### config.mk
export PLATFORM = sky130hd
export DESIGN_NAME = serialLoader_flat
export DESIGN_NICKNAME = d
export VERILOG_FILES = /design/src/hdl/mcuPkg.sv /design/src/hdl/programWriteBus.sv /design/src/hdl/serialLoader.sv /design/src/flat_wrapper.sv
export VERILOG_INCLUDE_DIRS = /design/src /design/src/hdl
export SDC_FILE = /design/constraint.sdc
export NUM_CORES = 1
export LEC_CHECK = 0
export BUFFER_PORTS_ARGS = -buffer_cell sky130_fd_sc_hd__clkbuf_2
export CAP_MARGIN = 10
export CORE_MARGIN = 2
export CORE_UTILIZATION = 46
export DETAILED_ROUTE_END_ITERATION = 10
export PLACE_DENSITY = 0.75
export RECOVER_POWER = 100
export SLEW_MARGIN = 20
export SYNTH_ARGS = -nofsm -noshare
export SYNTH_HDL_FRONTEND = slang
export SYNTH_SLANG_ARGS = --single-unit
### constraint.sdc
create_clock -name finalClock -period 2.5 [get_ports finalClock]
set_input_delay 0.5 -clock finalClock [delete_from_list [all_inputs] [get_ports finalClock]]
set_output_delay 0.5 -clock finalClock [all_outputs]
set_load 0.02 [all_outputs]
### src/hdl/mcu_consts.svh
/*
	Shared constants of the microcontroller
	Data, instruction and address widths, flash depth, register count
	Programming sync bytes, output port I/O addresses, idle timeout
*/
`ifndef MCU_CONSTS_SVH
`define MCU_CONSTS_SVH

`define MCU_DATA_WIDTH 8
`define MCU_PC_WIDTH 10
`define MCU_FLASH_DEPTH 1024
`define MCU_INSTR_WIDTH 16
`define MCU_REG_COUNT 32

// Sequence that switches the loader into programming mode
`define MCU_SYNC_BYTE0 8'hA9
`define MCU_SYNC_BYTE1 8'h44
`define MCU_SYNC_BYTE2 8'h45

`define MCU_IO_PORTB 6'h05
`define MCU_IO_PORTD 6'h0B

`define MCU_DEFAULT_IDLE_CYCLES 5000000

`endif

### src/hdl/mcuPkg.sv
/*
	Types shared by the microcontroller modules
	Vector typedefs for bytes, words, addresses and register numbers
	Core sequencer states and decoded opcodes
*/
`default_nettype none

`include "mcu_consts.svh"

package mcuPkg;

	typedef logic [`MCU_DATA_WIDTH-1:0] dataByte;
	typedef logic [`MCU_INSTR_WIDTH-1:0] instrWord;
	typedef logic [`MCU_PC_WIDTH-1:0] progAddr;
	typedef logic [$clog2(`MCU_REG_COUNT)-1:0] regAddr;
	typedef logic [5:0] ioAddr;            // AVR I/O space for in and out

	// Six steps per instruction, stuck on an unknown word
	typedef enum logic [2:0] {
		fetchRequest,
		fetchLatch,
		decode,
		execute1,
		execute2,
		execute3,
		stuck
	} coreState;

	typedef enum logic [3:0] {
		opLdi,
		opOut,
		opRjmp,
		opBreq,
		opBrne,
		opSubi,
		opCpi,
		opAdd,
		opEor,
		opAndi,
		opOri,
		opMov,
		opNop,
		opIllegal
	} opcode;

endpackage

`default_nettype wire

### src/hdl/programWriteBus.sv
/*
	Flash write path from the program loader
	Carries the programming level to the core as well
*/
`timescale 1ns/100ps
`default_nettype none

interface programWriteBus;

	logic programming;                     // High while a new program is loaded
	logic wordWrite;
	mcuPkg::progAddr wordAddress;
	mcuPkg::instrWord wordData;

	modport loader (output programming, output wordWrite, output wordAddress,
		output wordData);

	modport flash (input wordWrite, input wordAddress, input wordData);

	// Core only needs to know when to hold itself
	modport core (input programming);

endinterface

`default_nettype wire

### src/hdl/serialLoader.sv
/*
	Serial program loader
	Detects the sync sequence in the received byte stream
	Pairs following bytes into little-endian instruction words for the flash
	Leaves programming mode after a run of idle cycles
*/
`timescale 1ns/100ps
`default_nettype none

`include "mcu_consts.svh"

module serialLoader
#(
	parameter int unsigned idleCycles = `MCU_DEFAULT_IDLE_CYCLES
)
(
	input wire logic finalClock,
	input wire logic reset,
	input wire mcuPkg::dataByte rxByte,
	input wire logic rxToggle,
	programWriteBus.loader writeBus
);

	localparam int idleWidth = $clog2(idleCycles + 1);

	logic toggleCopy;
	logic newByte;
	logic [1:0] syncMatch;                 // Number of sync bytes seen so far
	logic [1:0] restartMatch;
	logic [`MCU_PC_WIDTH:0] byteCount;
	logic [idleWidth-1:0] idleCount;
	mcuPkg::dataByte lowByte;

	assign newByte = (rxToggle != toggleCopy);

	// A wrong byte may still be the start of a new sequence
	assign restartMatch = (rxByte == `MCU_SYNC_BYTE0) ? 2'd1 : 2'd0;

	always_ff @(posedge finalClock)
	begin
		toggleCopy <= rxToggle;
		if (reset)
		begin
			writeBus.programming <= 1'b0;
			writeBus.wordWrite <= 1'b0;
			syncMatch <= '0;
			byteCount <= '0;
			idleCount <= '0;
		end
		else if (!writeBus.programming)
		begin
			writeBus.wordWrite <= 1'b0;
			if (newByte)
			begin
				case (syncMatch)
					2'd0: syncMatch <= restartMatch;
					2'd1: syncMatch <= (rxByte == `MCU_SYNC_BYTE1) ? 2'd2 : restartMatch;
					default:
					begin
						if (rxByte == `MCU_SYNC_BYTE2)
						begin
							writeBus.programming <= 1'b1;
							byteCount <= '0;
							idleCount <= idleWidth'(idleCycles);
							syncMatch <= '0;
						end
						else
						begin
							syncMatch <= restartMatch;
						end
					end
				endcase
			end
		end
		else if (newByte)
		begin
			writeBus.wordWrite <= byteCount[0];    // Second byte of a pair
			byteCount <= byteCount + 1'b1;
			idleCount <= idleWidth'(idleCycles);
		end
		else
		begin
			writeBus.wordWrite <= 1'b0;
			idleCount <= idleCount - 1'b1;
			if (idleCount <= 1)
			begin
				writeBus.programming <= 1'b0;
			end
		end
	end

	// Word assembly, low byte arrives first
	always_ff @(posedge finalClock)
	begin
		if (writeBus.programming && newByte)
		begin
			if (!byteCount[0])
			begin
				lowByte <= rxByte;
			end
			else
			begin
				writeBus.wordData <= {rxByte, lowByte};
				writeBus.wordAddress <= byteCount[`MCU_PC_WIDTH:1];
			end
		end
	end

endmodule

`default_nettype wire

### src/flat_wrapper.sv
// flat-port wrapper written by rule: the top's interface ports become plain ports
module serialLoader_flat 
#(
	parameter int unsigned idleCycles = `MCU_DEFAULT_IDLE_CYCLES
)
  (finalClock, reset, rxByte, rxToggle, writeBus_programming, writeBus_wordWrite, writeBus_wordAddress, writeBus_wordData);
  programWriteBus writeBus_i ();
  input wire logic finalClock;
  input wire logic reset;
  input wire mcuPkg::dataByte rxByte;
  input wire logic rxToggle;
  output wire logic [$bits(writeBus_i.programming)-1:0] writeBus_programming;
  output wire logic [$bits(writeBus_i.wordWrite)-1:0] writeBus_wordWrite;
  output wire logic [$bits(writeBus_i.wordAddress)-1:0] writeBus_wordAddress;
  output wire logic [$bits(writeBus_i.wordData)-1:0] writeBus_wordData;
  assign writeBus_programming = writeBus_i.programming;
  assign writeBus_wordWrite = writeBus_i.wordWrite;
  assign writeBus_wordAddress = writeBus_i.wordAddress;
  assign writeBus_wordData = writeBus_i.wordData;
  serialLoader #(.idleCycles(idleCycles)) u_core (.finalClock(finalClock), .reset(reset), .rxByte(rxByte), .rxToggle(rxToggle), .writeBus(writeBus_i));
endmodule
==> qor.csv <==
stage;metric;value;unit
worst_setup_path;worst_setup_path_start_kind;flop;
floorplanning;fp.dieArea;7296;µm²
clock_network;cts_root_buffer;clkbuf_8;
pwr;leakage;0.001247;µW
synthesis;synth.net_count;288;
synthesis;synth_edf_count;34;
route;first_pass_iters;4;
final_layout;drive_gt1_share;8.232;%
worst_setup_path;crit_buf_inv;1;
pwr;powerDensity;679.3;nW/µm²
final_layout;area_growth;15.43;%
route;drt_wl_total;5667;µm
worst_setup_path;cp_data_arrival_time;2.45;ns
global_route;grt_util_all_layers;17.02;%
synthesis;synthArstFlopShare;0;%
worst_setup_path;cpMaxStageDelayCell;clkbuf_1;
clock_network;clkTransAtPathRegs;0.08;ns
clock_network;cts-buffers-inserted;9;
pwr;power_frac_comb;2.0;%
timing;fmax;461.3;MHz
worst_setup_path;cp_max_fo;9;
synthesis;syn_avg_cell_area;11.13;µm²
clock_network;ctsResizeCount;0;
clock_network;clock_latency;0.35;ns
pwr;p_seq_share;52.0;%
pwr;pwr-share-clk;46.0;%
final_layout;antenna_cells;0;
worst_setup_path;end_kind;flop;
global_route;overflow;0;
min_path;hp-class;in -> reg;
worst_setup_path;critical_path.max_stage_delay;0.42;ns
timing;min_period;2.168;ns
global_route;grt_pass1_vias;2094;
timing;slew_violations;0;
pwr;power.internal;1924;µW
synthesis;yosysWarnings;0;
final_layout;fin_area;3520;µm²
clock_network;cts_setup_buffers;0;
floorplanning;rows;29;
clock_network;cts_tree;built;
route;ant_nets;0;
global_route;grt_max_degree;27;
route;num_vias;2206;
synthesis;ys_ff_latch;73;
place;gp_congestion;0.7997;
floorplanning;die_height;85.42;µm
synthesis;synth_cells;274;
route;viasPerCell;5.447;
clock_network;clock_path_buffers;2;
timing;hold_viol;0;
worst_setup_path;crit_family;simple AND/OR/NAND/NOR gates;
place;dpl.hpwl;3978;µm
timing;tns;0;ns
timing;worst_slack;0.3320;ns
route;routedWlPerCell;13.99;µm
clock_network;cts_sinks;73;
timing;setup_viol;0;
final_layout;post-route-util;55.11;%
synthesis;ys_seq_area_share;59.09;%
floorplanning;ios;39;
pwr;p_sw;466.7;µW
timing;fin_crit_sh;86.72;%
final_layout;nets;337;
place;dp_slack;0.2594;ns
route;drc;0;
status;status;complete, no violations;
timing;rsz0062_at_grt;no;
route;drt_iter0_markers;160;
place;io_buffers;38;
worst_setup_path;cp.required;2.78;ns
pwr;power;2391;µW
clock_network;cts.hold.buffers_added;0;
synthesis;synth-main-ff-cell;dfxtp_1;
pwr;power.share.switching;19.52;%
floorplanning;die_x;85.42;µm
timing;skew;0.006687;ns
synthesis;ys_types;49;
global_route;grt_pass1_wl;9646;µm
synthesis;syn_area;3049;µm²
pwr;ir_drop;0.5601;mV
timing;worstMarginPinSlew;0.5304;ns
global_route;antenna_found_initial;0;
place;placed_cell_area;3348;µm²
clock_network;cts_max_level;3;
timing;max_slew_margin;64.31;%
worst_setup_path;crit_path_cell_trace;xor2_1, clkbuf_1, and2_0, nand3_1, or2_2, a21oi_1;
floorplanning;fp.coreArea;6386;µm²
floorplanning;initial_utilization;47.75;%
worst_setup_path;crit_type;reg -> reg;
flow_run;cap_viol_max_count;0;
## placed cells by master, fill, tap and decap left out, types with 9 or more instances in the layout
master    netlist  final
nor3_1          9      9
nand2_1        14     15
o21ai_0        11     11
dfxtp_1        39     39
clkbuf_1        6     43
edfxtp_1       34     34
clkbuf_8        4      9
nor2_1         37     37
xor2_1          9      9
a21oi_1        21     21
## per-stage QoR
step,cells,hold slack (ns)
after CTS,405,0.2999
after floorplan,274,0.4003
after detailed placement,389,0.4045
after global placement,389,0.4021
after global routing,405,0.3143
final,405,0.3335
## per-layer routing
metal | share of wire (%) | GRT usage [%] | vias up
li1 | - | - | 1110
met1 | 45 | 21.00 | 1023
met4 | 1.4 | 8.514 | 0
met2 | 48 | 26.92 | 67
met5 | 0 | 0 | -
met3 | 5.6 | 5.350 | 6
## area by class of cell
type / count / area, µm²
fill: 586 / 2867
sequential: 73 / 1802
multi-input combinational: 186 / 1144
timing repair buffer: 49 / 220.2
clock buffer: 10 / 127.6
clock inverter: 6 / 115.1
tap: 77 / 96.34
inverter: 4 / 15.01
## power by group through the flow
stage	sequential [µW]	combinational [µW]	clock, µW
floorplan	1270	27.5	0
global placement	1270	51.1	0
detailed placement	1270	51.5	0
CTS	1240	51.9	1120
global route	1240	53.5	1180
finish	1240	47.7	1100
## Yosys cell counts, drive strengths merged (3+ instances only)
cell type | count | area (µm²)
and3 | 3 | 18.77
inv | 4 | 15.01
nand2b | 3 | 18.77
xnor2 | 4 | 35.03
dfxtp | 39 | 780.8
nand2 | 15 | 58.81
or4 | 4 | 33.78
edfxtp | 34 | 1021
o31ai | 4 | 30.03
and2 | 7 | 45.05
nand3b | 5 | 37.54
xor2 | 9 | 78.83
a311oi | 4 | 35.03
nand3 | 6 | 30.03
a31oi | 4 | 25.02
clkbuf | 10 | 77.57
ha | 3 | 37.54
a21oi | 21 | 105.1
nor4 | 5 | 46.29
o21ai | 11 | 55.05
nand4 | 6 | 37.54
nor3 | 9 | 45.04
nor2 | 37 | 138.9
## path summary, 6_finish.rpt
| path | start | slack [ns] | cells past startpoint | to |
|---|---|---|---|---|
| setup / recovery | u_core.toggleCopy | 0.33 | 6 | u_core.byteCount[5] |
| hold / removal | rxToggle | 0.33 | 1 | u_core.toggleCopy |
| setup reg to reg | u_core.toggleCopy | 0.33 | 6 | u_core.byteCount[5] |
| hold reg to reg | u_core.lowByte[7] | 0.42 | 0 | u_core.writeBus.wordData[7] |
## cell families (layout without fill, tap and decap cells)
family	after synthesis	count (layout)	share of synthesized area, %
simple gates	111	111	20.23
flops	73	73	59.09
compound gates	56	56	11.49
buf+inv	15	69	3.200
xor+xnor	13	13	3.734
fa+ha+maj	3	3	1.231
mux	3	3	1.026
## flip-flops by register name (all words and copies together), names as in the netlist
name,count
u_core.byteCount,11
u_core.idleCount,23
u_core.lowByte,8
u_core.syncMatch,2
u_core.toggleCopy,1
u_core.writeBus.programming,1
u_core.writeBus.wordAddress,10
u_core.writeBus.wordData,16
u_core.writeBus.wordWrite,1
Power figures use the tool's default switching activity.
