$ cat src/hdl/mcu_consts.svh
/*
	Shared constants of the microcontroller
	Data, instruction and address widths, flash depth, register count
	Programming sync bytes, output port I/O addresses, idle timeout
*/
`ifndef MCU_CONSTS_SVH
`define MCU_CONSTS_SVH

`define MCU_DATA_WIDTH 8
`define MCU_PC_WIDTH 10
`define MCU_FLASH_DEPTH 1024
`define MCU_INSTR_WIDTH 16
`define MCU_REG_COUNT 32

// Sequence that switches the loader into programming mode
`define MCU_SYNC_BYTE0 8'hA9
`define MCU_SYNC_BYTE1 8'h44
`define MCU_SYNC_BYTE2 8'h45

`define MCU_IO_PORTB 6'h05
`define MCU_IO_PORTD 6'h0B

`define MCU_DEFAULT_IDLE_CYCLES 5000000

`endif

$ cat src/hdl/mcuPkg.sv
/*
	Types shared by the microcontroller modules
	Vector typedefs for bytes, words, addresses and register numbers
	Core sequencer states and decoded opcodes
*/
`default_nettype none

`include "mcu_consts.svh"

package mcuPkg;

	typedef logic [`MCU_DATA_WIDTH-1:0] dataByte;
	typedef logic [`MCU_INSTR_WIDTH-1:0] instrWord;
	typedef logic [`MCU_PC_WIDTH-1:0] progAddr;
	typedef logic [$clog2(`MCU_REG_COUNT)-1:0] regAddr;
	typedef logic [5:0] ioAddr;            // AVR I/O space for in and out

	// Six steps per instruction, stuck on an unknown word
	typedef enum logic [2:0] {
		fetchRequest,
		fetchLatch,
		decode,
		execute1,
		execute2,
		execute3,
		stuck
	} coreState;

	typedef enum logic [3:0] {
		opLdi,
		opOut,
		opRjmp,
		opBreq,
		opBrne,
		opSubi,
		opCpi,
		opAdd,
		opEor,
		opAndi,
		opOri,
		opMov,
		opNop,
		opIllegal
	} opcode;

endpackage

`default_nettype wire

$ cat src/hdl/programWriteBus.sv
/*
	Flash write path from the program loader
	Carries the programming level to the core as well
*/
`timescale 1ns/100ps
`default_nettype none

interface programWriteBus;

	logic programming;                     // High while a new program is loaded
	logic wordWrite;
	mcuPkg::progAddr wordAddress;
	mcuPkg::instrWord wordData;

	modport loader (output programming, output wordWrite, output wordAddress,
		output wordData);

	modport flash (input wordWrite, input wordAddress, input wordData);

	// Core only needs to know when to hold itself
	modport core (input programming);

endinterface

`default_nettype wire

$ cat src/hdl/instructionDecoder.sv
/*
	Instruction decoder for the supported AVR subset
	Maps an instruction word to an opcode
	Extracts register numbers, immediate, I/O address and branch offset
*/
`timescale 1ns/100ps
`default_nettype none

module instructionDecoder
(
	input wire mcuPkg::instrWord instruction,
	output mcuPkg::opcode op,
	output mcuPkg::regAddr destReg,
	output mcuPkg::regAddr srcReg,
	output mcuPkg::dataByte immediate,
	output mcuPkg::ioAddr ioAddress,
	output mcuPkg::progAddr branchOffset
);

	logic immediateForm;

	always_comb
	begin
		op = mcuPkg::opIllegal;
		casez (instruction)
			16'b0000_0000_0000_0000: op = mcuPkg::opNop;
			16'b1110_????_????_????: op = mcuPkg::opLdi;
			16'b1011_1???_????_????: op = mcuPkg::opOut;
			16'b1100_????_????_????: op = mcuPkg::opRjmp;
			16'b1111_00??_????_?001: op = mcuPkg::opBreq;
			16'b1111_01??_????_?001: op = mcuPkg::opBrne;
			16'b0101_????_????_????: op = mcuPkg::opSubi;
			16'b0011_????_????_????: op = mcuPkg::opCpi;
			16'b0000_11??_????_????: op = mcuPkg::opAdd;
			16'b0010_01??_????_????: op = mcuPkg::opEor;
			16'b0111_????_????_????: op = mcuPkg::opAndi;
			16'b0110_????_????_????: op = mcuPkg::opOri;
			16'b0010_11??_????_????: op = mcuPkg::opMov;
			default: op = mcuPkg::opIllegal;
		endcase
	end

	// Immediate forms only reach r16 to r31
	assign immediateForm = (op == mcuPkg::opLdi) || (op == mcuPkg::opSubi) ||
		(op == mcuPkg::opCpi) || (op == mcuPkg::opAndi) || (op == mcuPkg::opOri);

	assign destReg = immediateForm ? {1'b1, instruction[7:4]} : instruction[8:4];

	// out names its source in the field other ops use for the destination
	assign srcReg = (op == mcuPkg::opOut) ? instruction[8:4] :
		{instruction[9], instruction[3:0]};

	assign immediate = {instruction[11:8], instruction[3:0]};
	assign ioAddress = {instruction[10:9], instruction[3:0]};

	// 12-bit relative jump or 7-bit conditional branch, both signed
	assign branchOffset = (op == mcuPkg::opRjmp) ?
		mcuPkg::progAddr'($signed(instruction[11:0])) :
		mcuPkg::progAddr'($signed(instruction[9:3]));

endmodule

`default_nettype wire

$ cat src/hdl/registerFile.sv
/*
	General purpose registers r0 to r31
	Two combinational read ports, one synchronous write port
*/
`timescale 1ns/100ps
`default_nettype none

`include "mcu_consts.svh"

module registerFile
(
	input wire logic finalClock,
	input wire mcuPkg::regAddr readAddressA,
	output mcuPkg::dataByte readDataA,
	input wire mcuPkg::regAddr readAddressB,
	output mcuPkg::dataByte readDataB,
	input wire logic writeEnable,
	input wire mcuPkg::regAddr writeAddress,
	input wire mcuPkg::dataByte writeData
);

	mcuPkg::dataByte registers [`MCU_REG_COUNT];

	assign readDataA = registers[readAddressA];
	assign readDataB = registers[readAddressB];

	always_ff @(posedge finalClock)
	begin
		if (writeEnable)
		begin
			registers[writeAddress] <= writeData;
		end
	end

endmodule

`default_nettype wire

$ cat src/hdl/avrCore.sv
/*
	Executing core
	Six-step fetch, decode and execute sequencer with program counter
	ALU for the supported subset, carry, zero and negative flags
	Output ports at I/O addresses 0x05 and 0x0B
*/
`timescale 1ns/100ps
`default_nettype none

`include "mcu_consts.svh"

module avrCore
(
	input wire logic finalClock,
	input wire logic reset,
	programWriteBus.core progBus,
	output mcuPkg::progAddr fetchAddress,
	input wire mcuPkg::instrWord fetchWord,
	output mcuPkg::progAddr pc,
	output logic stuck,
	output mcuPkg::dataByte portB,
	output mcuPkg::dataByte portD
);

	mcuPkg::coreState state;
	mcuPkg::instrWord instruction;

	// Decoder outputs and their copies held for the execute steps
	mcuPkg::opcode decodedOp;
	mcuPkg::regAddr decodedDest;
	mcuPkg::regAddr decodedSrc;
	mcuPkg::dataByte decodedImmediate;
	mcuPkg::ioAddr decodedIo;
	mcuPkg::progAddr decodedOffset;
	mcuPkg::opcode opLatched;
	mcuPkg::regAddr destLatched;
	mcuPkg::regAddr srcLatched;
	mcuPkg::dataByte immLatched;
	mcuPkg::ioAddr ioLatched;
	mcuPkg::progAddr offsetLatched;

	mcuPkg::dataByte readDataA;
	mcuPkg::dataByte readDataB;
	mcuPkg::dataByte operandA;
	mcuPkg::dataByte operandB;

	logic [`MCU_DATA_WIDTH:0] difference;
	logic [`MCU_DATA_WIDTH:0] sum;
	mcuPkg::dataByte aluResult;
	logic carryNext;
	logic writesRegister;
	logic updatesFlags;
	logic carryFlag;
	logic zeroFlag;
	logic negativeFlag;
	logic branchTaken;

	instructionDecoder decoder_inst (
		.instruction(instruction),
		.op(decodedOp),
		.destReg(decodedDest),
		.srcReg(decodedSrc),
		.immediate(decodedImmediate),
		.ioAddress(decodedIo),
		.branchOffset(decodedOffset)
	);

	registerFile registerFile_inst (
		.finalClock(finalClock),
		.readAddressA(destLatched),
		.readDataA(readDataA),
		.readAddressB(srcLatched),
		.readDataB(readDataB),
		.writeEnable(writesRegister && (state == mcuPkg::execute2)),
		.writeAddress(destLatched),
		.writeData(aluResult)
	);

	assign fetchAddress = pc;
	assign stuck = (state == mcuPkg::stuck);

	// Borrow and carry come out in the extra top bit
	assign difference = {1'b0, operandA} - {1'b0, immLatched};
	assign sum = {1'b0, operandA} + {1'b0, operandB};

	always_comb
	begin
		aluResult = immLatched;
		carryNext = carryFlag;             // Logic ops keep the carry
		writesRegister = 1'b0;
		updatesFlags = 1'b0;
		case (opLatched)
			mcuPkg::opLdi: writesRegister = 1'b1;
			mcuPkg::opSubi, mcuPkg::opCpi:
			begin
				aluResult = difference[`MCU_DATA_WIDTH-1:0];
				carryNext = difference[`MCU_DATA_WIDTH];
				writesRegister = (opLatched == mcuPkg::opSubi);
				updatesFlags = 1'b1;
			end
			mcuPkg::opAdd:
			begin
				aluResult = sum[`MCU_DATA_WIDTH-1:0];
				carryNext = sum[`MCU_DATA_WIDTH];
				writesRegister = 1'b1;
				updatesFlags = 1'b1;
			end
			mcuPkg::opEor, mcuPkg::opAndi, mcuPkg::opOri:
			begin
				if (opLatched == mcuPkg::opEor)
					aluResult = operandA ^ operandB;
				else if (opLatched == mcuPkg::opAndi)
					aluResult = operandA & immLatched;
				else
					aluResult = operandA | immLatched;
				writesRegister = 1'b1;
				updatesFlags = 1'b1;
			end
			mcuPkg::opMov:
			begin
				aluResult = operandB;
				writesRegister = 1'b1;
			end
			default: aluResult = immLatched;
		endcase
	end

	always_comb
	begin
		case (opLatched)
			mcuPkg::opRjmp: branchTaken = 1'b1;
			mcuPkg::opBreq: branchTaken = zeroFlag;
			mcuPkg::opBrne: branchTaken = !zeroFlag;
			default: branchTaken = 1'b0;
		endcase
	end

	always_ff @(posedge finalClock)
	begin
		if (reset || progBus.programming)
		begin
			state <= mcuPkg::fetchRequest;
			pc <= '0;
			carryFlag <= 1'b0;
			zeroFlag <= 1'b0;
			negativeFlag <= 1'b0;
			portB <= '0;
			portD <= '0;
		end
		else
		begin
			case (state)
				mcuPkg::fetchRequest: state <= mcuPkg::fetchLatch;
				mcuPkg::fetchLatch: state <= mcuPkg::decode;
				mcuPkg::decode:
				begin
					state <= (decodedOp == mcuPkg::opIllegal) ? mcuPkg::stuck : mcuPkg::execute1;
				end
				mcuPkg::execute1: state <= mcuPkg::execute2;
				mcuPkg::execute2:
				begin
					if (updatesFlags)
					begin
						carryFlag <= carryNext;
						zeroFlag <= (aluResult == '0);
						negativeFlag <= aluResult[`MCU_DATA_WIDTH-1];
					end
					if (opLatched == mcuPkg::opOut)
					begin
						if (ioLatched == `MCU_IO_PORTB)
							portB <= operandB;
						else if (ioLatched == `MCU_IO_PORTD)
							portD <= operandB;
					end
					state <= mcuPkg::execute3;
				end
				mcuPkg::execute3:
				begin
					pc <= branchTaken ? pc + offsetLatched + 1'b1 : pc + 1'b1;
					state <= mcuPkg::fetchRequest;
				end
				default: state <= mcuPkg::stuck;   // Left only by a new program
			endcase
		end
	end

	// Instruction word, decoded fields and operands
	always_ff @(posedge finalClock)
	begin
		if (state == mcuPkg::fetchLatch)
		begin
			instruction <= fetchWord;
		end
		if (state == mcuPkg::decode)
		begin
			opLatched <= decodedOp;
			destLatched <= decodedDest;
			srcLatched <= decodedSrc;
			immLatched <= decodedImmediate;
			ioLatched <= decodedIo;
			offsetLatched <= decodedOffset;
		end
		if (state == mcuPkg::execute1)
		begin
			operandA <= readDataA;
			operandB <= readDataB;
		end
	end

endmodule

`default_nettype wire

$ cat src/flat_wrapper.sv
// flat-port wrapper written by rule: the top's interface ports become plain ports
module avrCore_flat 
  (finalClock, reset, fetchAddress, fetchWord, pc, stuck, portB, portD, progBus_programming);
  programWriteBus progBus_i ();
  input wire logic finalClock;
  input wire logic reset;
  output mcuPkg::progAddr fetchAddress;
  input wire mcuPkg::instrWord fetchWord;
  output mcuPkg::progAddr pc;
  output logic stuck;
  output mcuPkg::dataByte portB;
  output mcuPkg::dataByte portD;
  input wire logic [$bits(progBus_i.programming)-1:0] progBus_programming;
  assign progBus_i.programming = progBus_programming;
  avrCore u_core (.finalClock(finalClock), .reset(reset), .progBus(progBus_i), .fetchAddress(fetchAddress), .fetchWord(fetchWord), .pc(pc), .stuck(stuck), .portB(portB), .portD(portD));
endmodule
$ cat config.mk
export PLATFORM = sky130hd
export DESIGN_NAME = avrCore_flat
export DESIGN_NICKNAME = d
export VERILOG_FILES = /design/src/hdl/mcuPkg.sv /design/src/hdl/programWriteBus.sv /design/src/hdl/instructionDecoder.sv /design/src/hdl/registerFile.sv /design/src/hdl/avrCore.sv /design/src/flat_wrapper.sv
export VERILOG_INCLUDE_DIRS = /design/src /design/src/hdl
export SDC_FILE = /design/constraint.sdc
export NUM_CORES = 1
export LEC_CHECK = 0
export BUFFER_PORTS_ARGS = -buffer_cell sky130_fd_sc_hd__clkbuf_2
export CAP_MARGIN = 20
export CORE_MARGIN = 5
export CORE_UTILIZATION = 45
export CTS_CLUSTER_SIZE = 10
export DETAILED_ROUTE_END_ITERATION = 10
export PLACE_DENSITY = 0.58
export SETUP_SLACK_MARGIN = 0.2
export SLEW_MARGIN = 20
export SYNTH_ARGS = -nofsm -noshare
export SYNTH_HDL_FRONTEND = slang
export SYNTH_SLANG_ARGS = --single-unit
export TNS_END_PERCENT = 20
$ cat constraint.sdc
create_clock -name finalClock -period 6.7 [get_ports finalClock]
set_clock_uncertainty 0.2 [all_clocks]
set_input_delay 1.005 -clock finalClock [delete_from_list [all_inputs] [get_ports finalClock]]
set_output_delay 1.005 -clock finalClock [all_outputs]
set_load 0.05 [all_outputs]
==> results of run 1 <==
==> cell type report <==
class / count / area, um2
Clock inverter: 7 / 50.0
Multi-Input combinational cell: 651 / 6610
Sequential cell: 349 / 10200
Fill cell: 3130 / 18500
Clock buffer: 57 / 1130
Timing Repair Buffer: 79 / 472
Tap cell: 511 / 639
Inverter: 14 / 52.6
==> cells in the mapped netlist, drive strengths merged, types with 8 or more instances <==
master,number
edfxtp,319
nor3,13
dfxtp,30
nand3,17
mux2,21
nor2,106
nand4,11
mux2i,17
nor4,9
a22oi,34
ha,20
and2,8
a21o,8
nand2b,11
nand2,44
mux4,144
clkbuf,40
a21oi,38
buf,35
o21ai,31
inv,13
xnor2,8
==> power by group through the flow <==
stage	logic (mW)	registers, mW	clock network, mW
floorplan	0.114	2.44	0
global placement	0.161	2.45	0
detailed placement	0.163	2.45	0
CTS	0.164	2.40	2.05
global route	0.176	2.40	2.15
finish	0.162	2.40	2.00
==> flip-flops by register name, summed over array words and instances (netlist names) <==
name,flops
u_core.destLatched,5
u_core.fetchAddress,10
u_core.immLatched,3
u_core.instruction,16
u_core.ioLatched,5
u_core.offsetLatched,9
u_core.opLatched,4
u_core.operandA,8
u_core.operandB,8
u_core.portB,8
u_core.portD,8
u_core.registerFile_inst.registers,256
u_core.srcLatched,5
u_core.state,3
u_core.zeroFlag,1
==> metrics by stage <==
stage	util	instance area [um2]
after floorplan	-	17100
after global placement	0.477	17900
after detailed placement	0.477	17900
after CTS	0.509	19100
after global routing	0.509	19100
final	0.509	19100
==> logic make-up (layout without fill, tap and decap cells) <==
group,Yosys count,count (layout),synth area share
xor gates and xnor gates,14,14,0.00717
DFF,349,349,0.595
muxes,182,182,0.213
and+or+nand+nor,269,269,0.0779
adders and majority gates,22,22,0.0170
AOI/OAI and AO/OA,164,164,0.0656
buffers and inverters,89,157,0.0233
==> routing by layer <==
layer | share of wire | wire length (um)
met5 | 0.00029 | 13
met4 | 0.029 | 1300
met3 | 0.080 | 3570
met2 | 0.47 | 20900
met1 | 0.42 | 18500
==> how the worst max path moves through the flow <==
stage | slack [ps] | cells after the start | endpoint
detailed placement | 2130 | 10 | u_core.zeroFlag$_SDFFE_PP0P_
CTS | 2100 | 10 | u_core.zeroFlag$_SDFFE_PP0P_
floorplan | 1330 | 12 | u_core.zeroFlag$_SDFFE_PP0P_
finish | 2070 | 10 | u_core.zeroFlag$_SDFFE_PP0P_
global route | 1750 | 10 | u_core.zeroFlag$_SDFFE_PP0P_
global placement | 1990 | 10 | u_core.zeroFlag$_SDFFE_PP0P_
==> metrics.cfg, run 1 <==
[cells_and_area]
fin_nets=1178
layoutNonFillerInstCount=1668
antennaDiodeCount=0
final_common_cell=edfxtp_1
layout_common_cells=319 x edfxtp_1, 144 x mux4_2, 102 x nor2_1, 55 x clkbuf_2, 43 x nand2_1
area_growth_pct=11.9
layout-drive-gt1-share=0.284

[setup_path]
worstSetupEndpointType=flip-flop
cp.arrival_ps=4900
critical_path.max_stage_delay_ps=760
r2r_slack_ps=2070
worst-path-max-fanout=33
worstPathCellList=nand4b_1 -> mux2_2 -> ha_1 -> a211oi_1 -> o21bai_1 -> a21oi_1 -> xor2_1 -> o22ai_4 -> or4b_2 -> o31ai_2
start_kind=flip-flop
critPathBufInv=0
cp_slowest_cell=edfxtp_1
worstRegToRegCells=10
cp_top_family=simple AND/OR/NAND/NOR gates
criticalPathCategory=reg2reg
r2r_start=u_core.opLatched[0]$_DFFE_PP_
reg2reg_to=u_core.zeroFlag$_SDFFE_PP0P_
startpoint=u_core.opLatched[0]$_DFFE_PP_
critPathRequiredTime_ps=6970

[clock_network]
cts_hold_buf=0
path_clk_slew_ps=50
cts_buffer_depth=3
numCtsBuffers=42
cts_tree=done
clk_latency_ps=560
post_cts_buffers=0
cts_sinks=349
cts_resized=0
cts-root-buf=clkbuf_16
htree_levels=2

[timing]
max_freq_mhz=216
maxSlewViolCount=0
fin_tns_setup_ps=0
setup_viol=0
slew_headroom=0.280
worst_slew_pin_slew_ps=1080
fin_crit_ps=4630
finalHoldViolCount=0
hold_slack_ps=288
rsz0062_at_grt=no
timing.final.ws_setup_ps=2070
min_period_over_period=0.691

[pwr]
clkPwrFrac=0.438
pwr-share-seq=0.526
switching_share=0.209
peakVddDrop_mv=0.204
p_comb_frac=0.035
intPower_mw=3.61
p_per_area_nw_per_um2=239
switchingPower_uw=956
total_power_mw=4.57
p_leak_nw=6.15

[floorplanning]
core_um2=37600
die_h_um=205
rows=71
fp.dieW_um=205
initial_utilization=0.455
ioPinCount=56
die_area_um2=42000

[synthesis]
synth_top_area_share=0.560
syn_area_um2=17100
syn_inst=1089
yosys_warnings=0
ys_types=76
synth.area.top_cells=edfxtp_1 56%, mux4_2 19%, dfxtp_1 3.5%
ys_seq_area_frac=0.595
syn_area_per_cell_um2=15.7
ys_seq_elements=349
ys.flop_type=edfxtp_1
yosysTopAreaCell=edfxtp_1
synth_edf_count=319
async_reset_ff_frac=0
synth_fp_nets=1130

[global_routing]
grt.total_usage=0.213
grt-ovfl-total=0
antenna_found_initial=1
grt_pass1_wl_um=66200
met1_usage=0.298
grtUsageMet3=0.0535
busiest_layer=met2
grt_max_degree=69
grt_pass1_vias=10109
use_met2=0.336

[placement]
gp_congestion=0.866
dp_hpwl_um=28700
port_buffers=55
placed_cells=1604
dpl_worst_slack_ps=2130

[route]
drt-initial-drc-count=1074
drtAntennaViolNets=0
drcViolationCount=0
vias=10256
wl_per_cell_um=26.6
wl_um=44300
drtPass1Iterations=5
via_per_inst=6.15

[hold_path]
min_path_type=reg2reg
hp-start=u_core.state[0]$_SDFF_PP0_
whs_path_depth=1
holdPathEnd=u_core.state[0]$_SDFF_PP0_

[run]
maxCapViolCount=0

[status]
status=complete, no violations

Note: power is estimated with default switching activity, not from simulation.
==> inputs of run 2 (changes only) <==
ABC_AREA = 1   (was not set)
PLACE_DENSITY = 0.6   (was 0.58)
clock period = 4.2 ns   (was 6.7 ns; I/O delays follow)
==> metrics.cfg, run 2 <==
[synthesis]
ys_seq_elements=349
synth_top_family_by_area=compound AO/OA/AOI/OAI gates
synth_compound_area_frac=0.192
syn_area_um2=17100
synth_most_common_cell=edfxtp_1
syn_area_per_cell_um2=10.2
synth_fa_ha_area_frac=0.0170
synth-simple-area-share=0.134
yosysTopAreaCell=edfxtp_1
ys_seq_area_frac=0.596
syn_inst=1672
yosys-mux-area-fraction=0
synth_top_area_share=0.561
async_reset_ff_frac=0
ys_types=46
yosys_warnings=0
synth_fp_nets=1713
ys.flop_type=edfxtp_1
synth_xor_area_frac=0.00718
synth.area.top_cells=edfxtp_1 56%, a22oi_1 5.9%, o21ai_0 5.2%
ys_top_cells_by_count=319 x edfxtp_1, 232 x nor2_1, 191 x nand2_1
synth_edf_count=319

[cells_and_area]
fin_nets=1769
layout_common_cells=319 x edfxtp_1, 228 x nor2_1, 191 x nand2_1, 179 x o21ai_0, 134 x a22oi_1
largest_reg_flops=256
nFillCells=3356
largest-register=u_core.registerFile_inst.registers
fin_area_um2=19200
antennaDiodeCount=0
layoutNonFillerInstCount=2256
final_core_util=0.512
final_common_cell=edfxtp_1
area_growth_pct=12.6
layout-drive-gt1-share=0.116

[status]
status=complete, no violations

[floorplanning]
die_area_um2=41900
ioPinCount=56
fp.dieW_um=205
core_um2=37600
initial_utilization=0.454
die_h_um=205
rows=71

[placement]
placed_area_um2=18000
dp_hpwl_um=35000
gp_congestion=0.935
placed_cells=2188
port_buffers=55

[hold_path]
holdPathEnd=u_core.instruction[1]$_DFFE_PP_
hp-start=fetchWord[1]
whs_path_depth=1
min_path_type=in2reg

[global_routing]
grt_pass1_vias=13129
grt.total_usage=0.253
grt-ovfl-total=0
grt_max_degree=129
antenna_found_initial=0
grt_pass1_wl_um=80300

[setup_path]
worstRegToRegCells=14
criticalPathCategory=reg2reg
start_kind=flip-flop
worst-path-max-fanout=32
r2r_start=u_core.opLatched[3]$_DFFE_PP_
cp.arrival_ps=3610
startpoint=u_core.opLatched[3]$_DFFE_PP_
reg2reg_to=u_core.registerFile_inst.registers[28][2]$_DFFE_PP_
worstSetupEndpointType=flip-flop
r2r_slack_ps=590
critPathRequiredTime_ps=4200

[timing]
setup_viol=0
worst_slew_pin_slew_ps=1100
max_freq_mhz=277
fin_crit_ps=3610
finalHoldViolCount=0
slew_headroom=0.266
maxSlewViolCount=0
fin_tns_setup_ps=0
rsz0062_at_grt=no
min_period_over_period=0.859

[pwr]
p_comb_frac=0.040
p_leak_nw=6.82
intPower_mw=5.81
switching_share=0.216
pwr-share-seq=0.516
clkPwrFrac=0.443
switchingPower_mw=1.60
p_per_area_nw_per_um2=385
peakVddDrop_mv=0.317

[clock_network]
numCtsBuffers=42
cts_buffer_depth=3
cts_hold_buf=0
htree_levels=2
cts-root-buf=clkbuf_16
cts_sinks=349
cts_tree=done
path_clk_slew_ps=50
clk_latency_ps=560

[route]
wl_per_cell_um=24.1
drcViolationCount=0
drtAntennaViolNets=0
wl_um=54300
vias=13914
drt-initial-drc-count=1671
drtPass1Iterations=7
via_per_inst=6.17

[run]
maxCapViolCount=0

-- run 2: critical path, stage by stage, from the launching register on --
cell      delay, ps
edfxtp_1        430
inv_2            90
nand2_1          70
inv_1           100
nand2_1         230
nand2_1         110
o21ai_0          80
ha_1            230
fa_1            470
xnor2_1         170
nor2_1          100
nor2_1           50
nand2_1          50
nand2_1          60
inv_1           790
-- run 2: through the flow --
stage / hold slack [ps] / power, mW / setup WS (ps)
6_report: 40.2 / 7.41 / 592
4_1_cts: 16.3 / 7.43 / 351
3_3_place_gp: 266 / 4.18 / 466
3_5_place_dp: 275 / 4.18 / 371
5_1_grt: 18.6 / 7.61 / 316
2_1_floorplan: 251 / 4.06 / 936
-- run 2: worst max path at each step --
stage | to | slack [ps] | cells past startpoint
floorplan | u_core.destLatched[0]$_DFFE_PP_ | 940 | 2
global placement | u_core.registerFile_inst.registers[4][6]$_DFFE_PP_ | 470 | 14
detailed placement | u_core.registerFile_inst.registers[31][6]$_DFFE_PP_ | 370 | 14
CTS | u_core.registerFile_inst.registers[22][6]$_DFFE_PP_ | 350 | 14
global route | u_core.registerFile_inst.registers[16][7]$_DFFE_PP_ | 320 | 14
finish | u_core.registerFile_inst.registers[28][2]$_DFFE_PP_ | 590 | 14
-- run 2: timing repair --
action | 4_1_cts | 5_1_grt
endpoints found under the hold margin | 0 | 0
gates resized for setup | 0 | 6
setup buffers | 0 | 5
endpoints found under the setup margin | 0 | 64
-- run 2: logic make-up (layout without fill, tap and decap cells) --
kind of cell             after synthesis  count (layout)
AND/OR/NAND/NOR                      545             545
AO/OA/AOI/OAI                        525             525
flip-flops                           349             349
buffers and inverters                217             290
adder cells (fa/ha/maj)               22              22
XOR/XNOR                              14              14
-- run 2: final cells by class --
| class | count | area (um2) | share of cell area |
|---|---|---|---|
| timing repair buffer | 114 | 768 | 0.0399 |
| tap | 511 | 639 | 0.0332 |
| clock inverter | 4 | 66.3 | 0.00345 |
| timing repair inverter | 2 | 15.0 | 0.000781 |
| inverter | 113 | 433 | 0.0225 |
| sequential | 349 | 10200 | 0.529 |
| clock buffer | 57 | 1130 | 0.0587 |
| multi-input combinational | 1106 | 6010 | 0.312 |
-- run 2: metal layers --
layer / up-vias / part of all wire / track usage
met5: - / 0 / 0
li1: 6254 / - / -
met4: 0 / 0.044 / 0.106
met2: 763 / 0.44 / 0.384
met1: 6757 / 0.42 / 0.360
met3: 140 / 0.098 / 0.0473
-- run 2: power by group through the flow --
stage	Clock, mW	Combinational [mW]	Sequential (mW)
floorplan	0	0.170	3.89
global placement	0	0.279	3.90
detailed placement	0	0.282	3.90
CTS	3.32	0.283	3.83
global route	3.47	0.322	3.82
finish	3.29	0.298	3.83
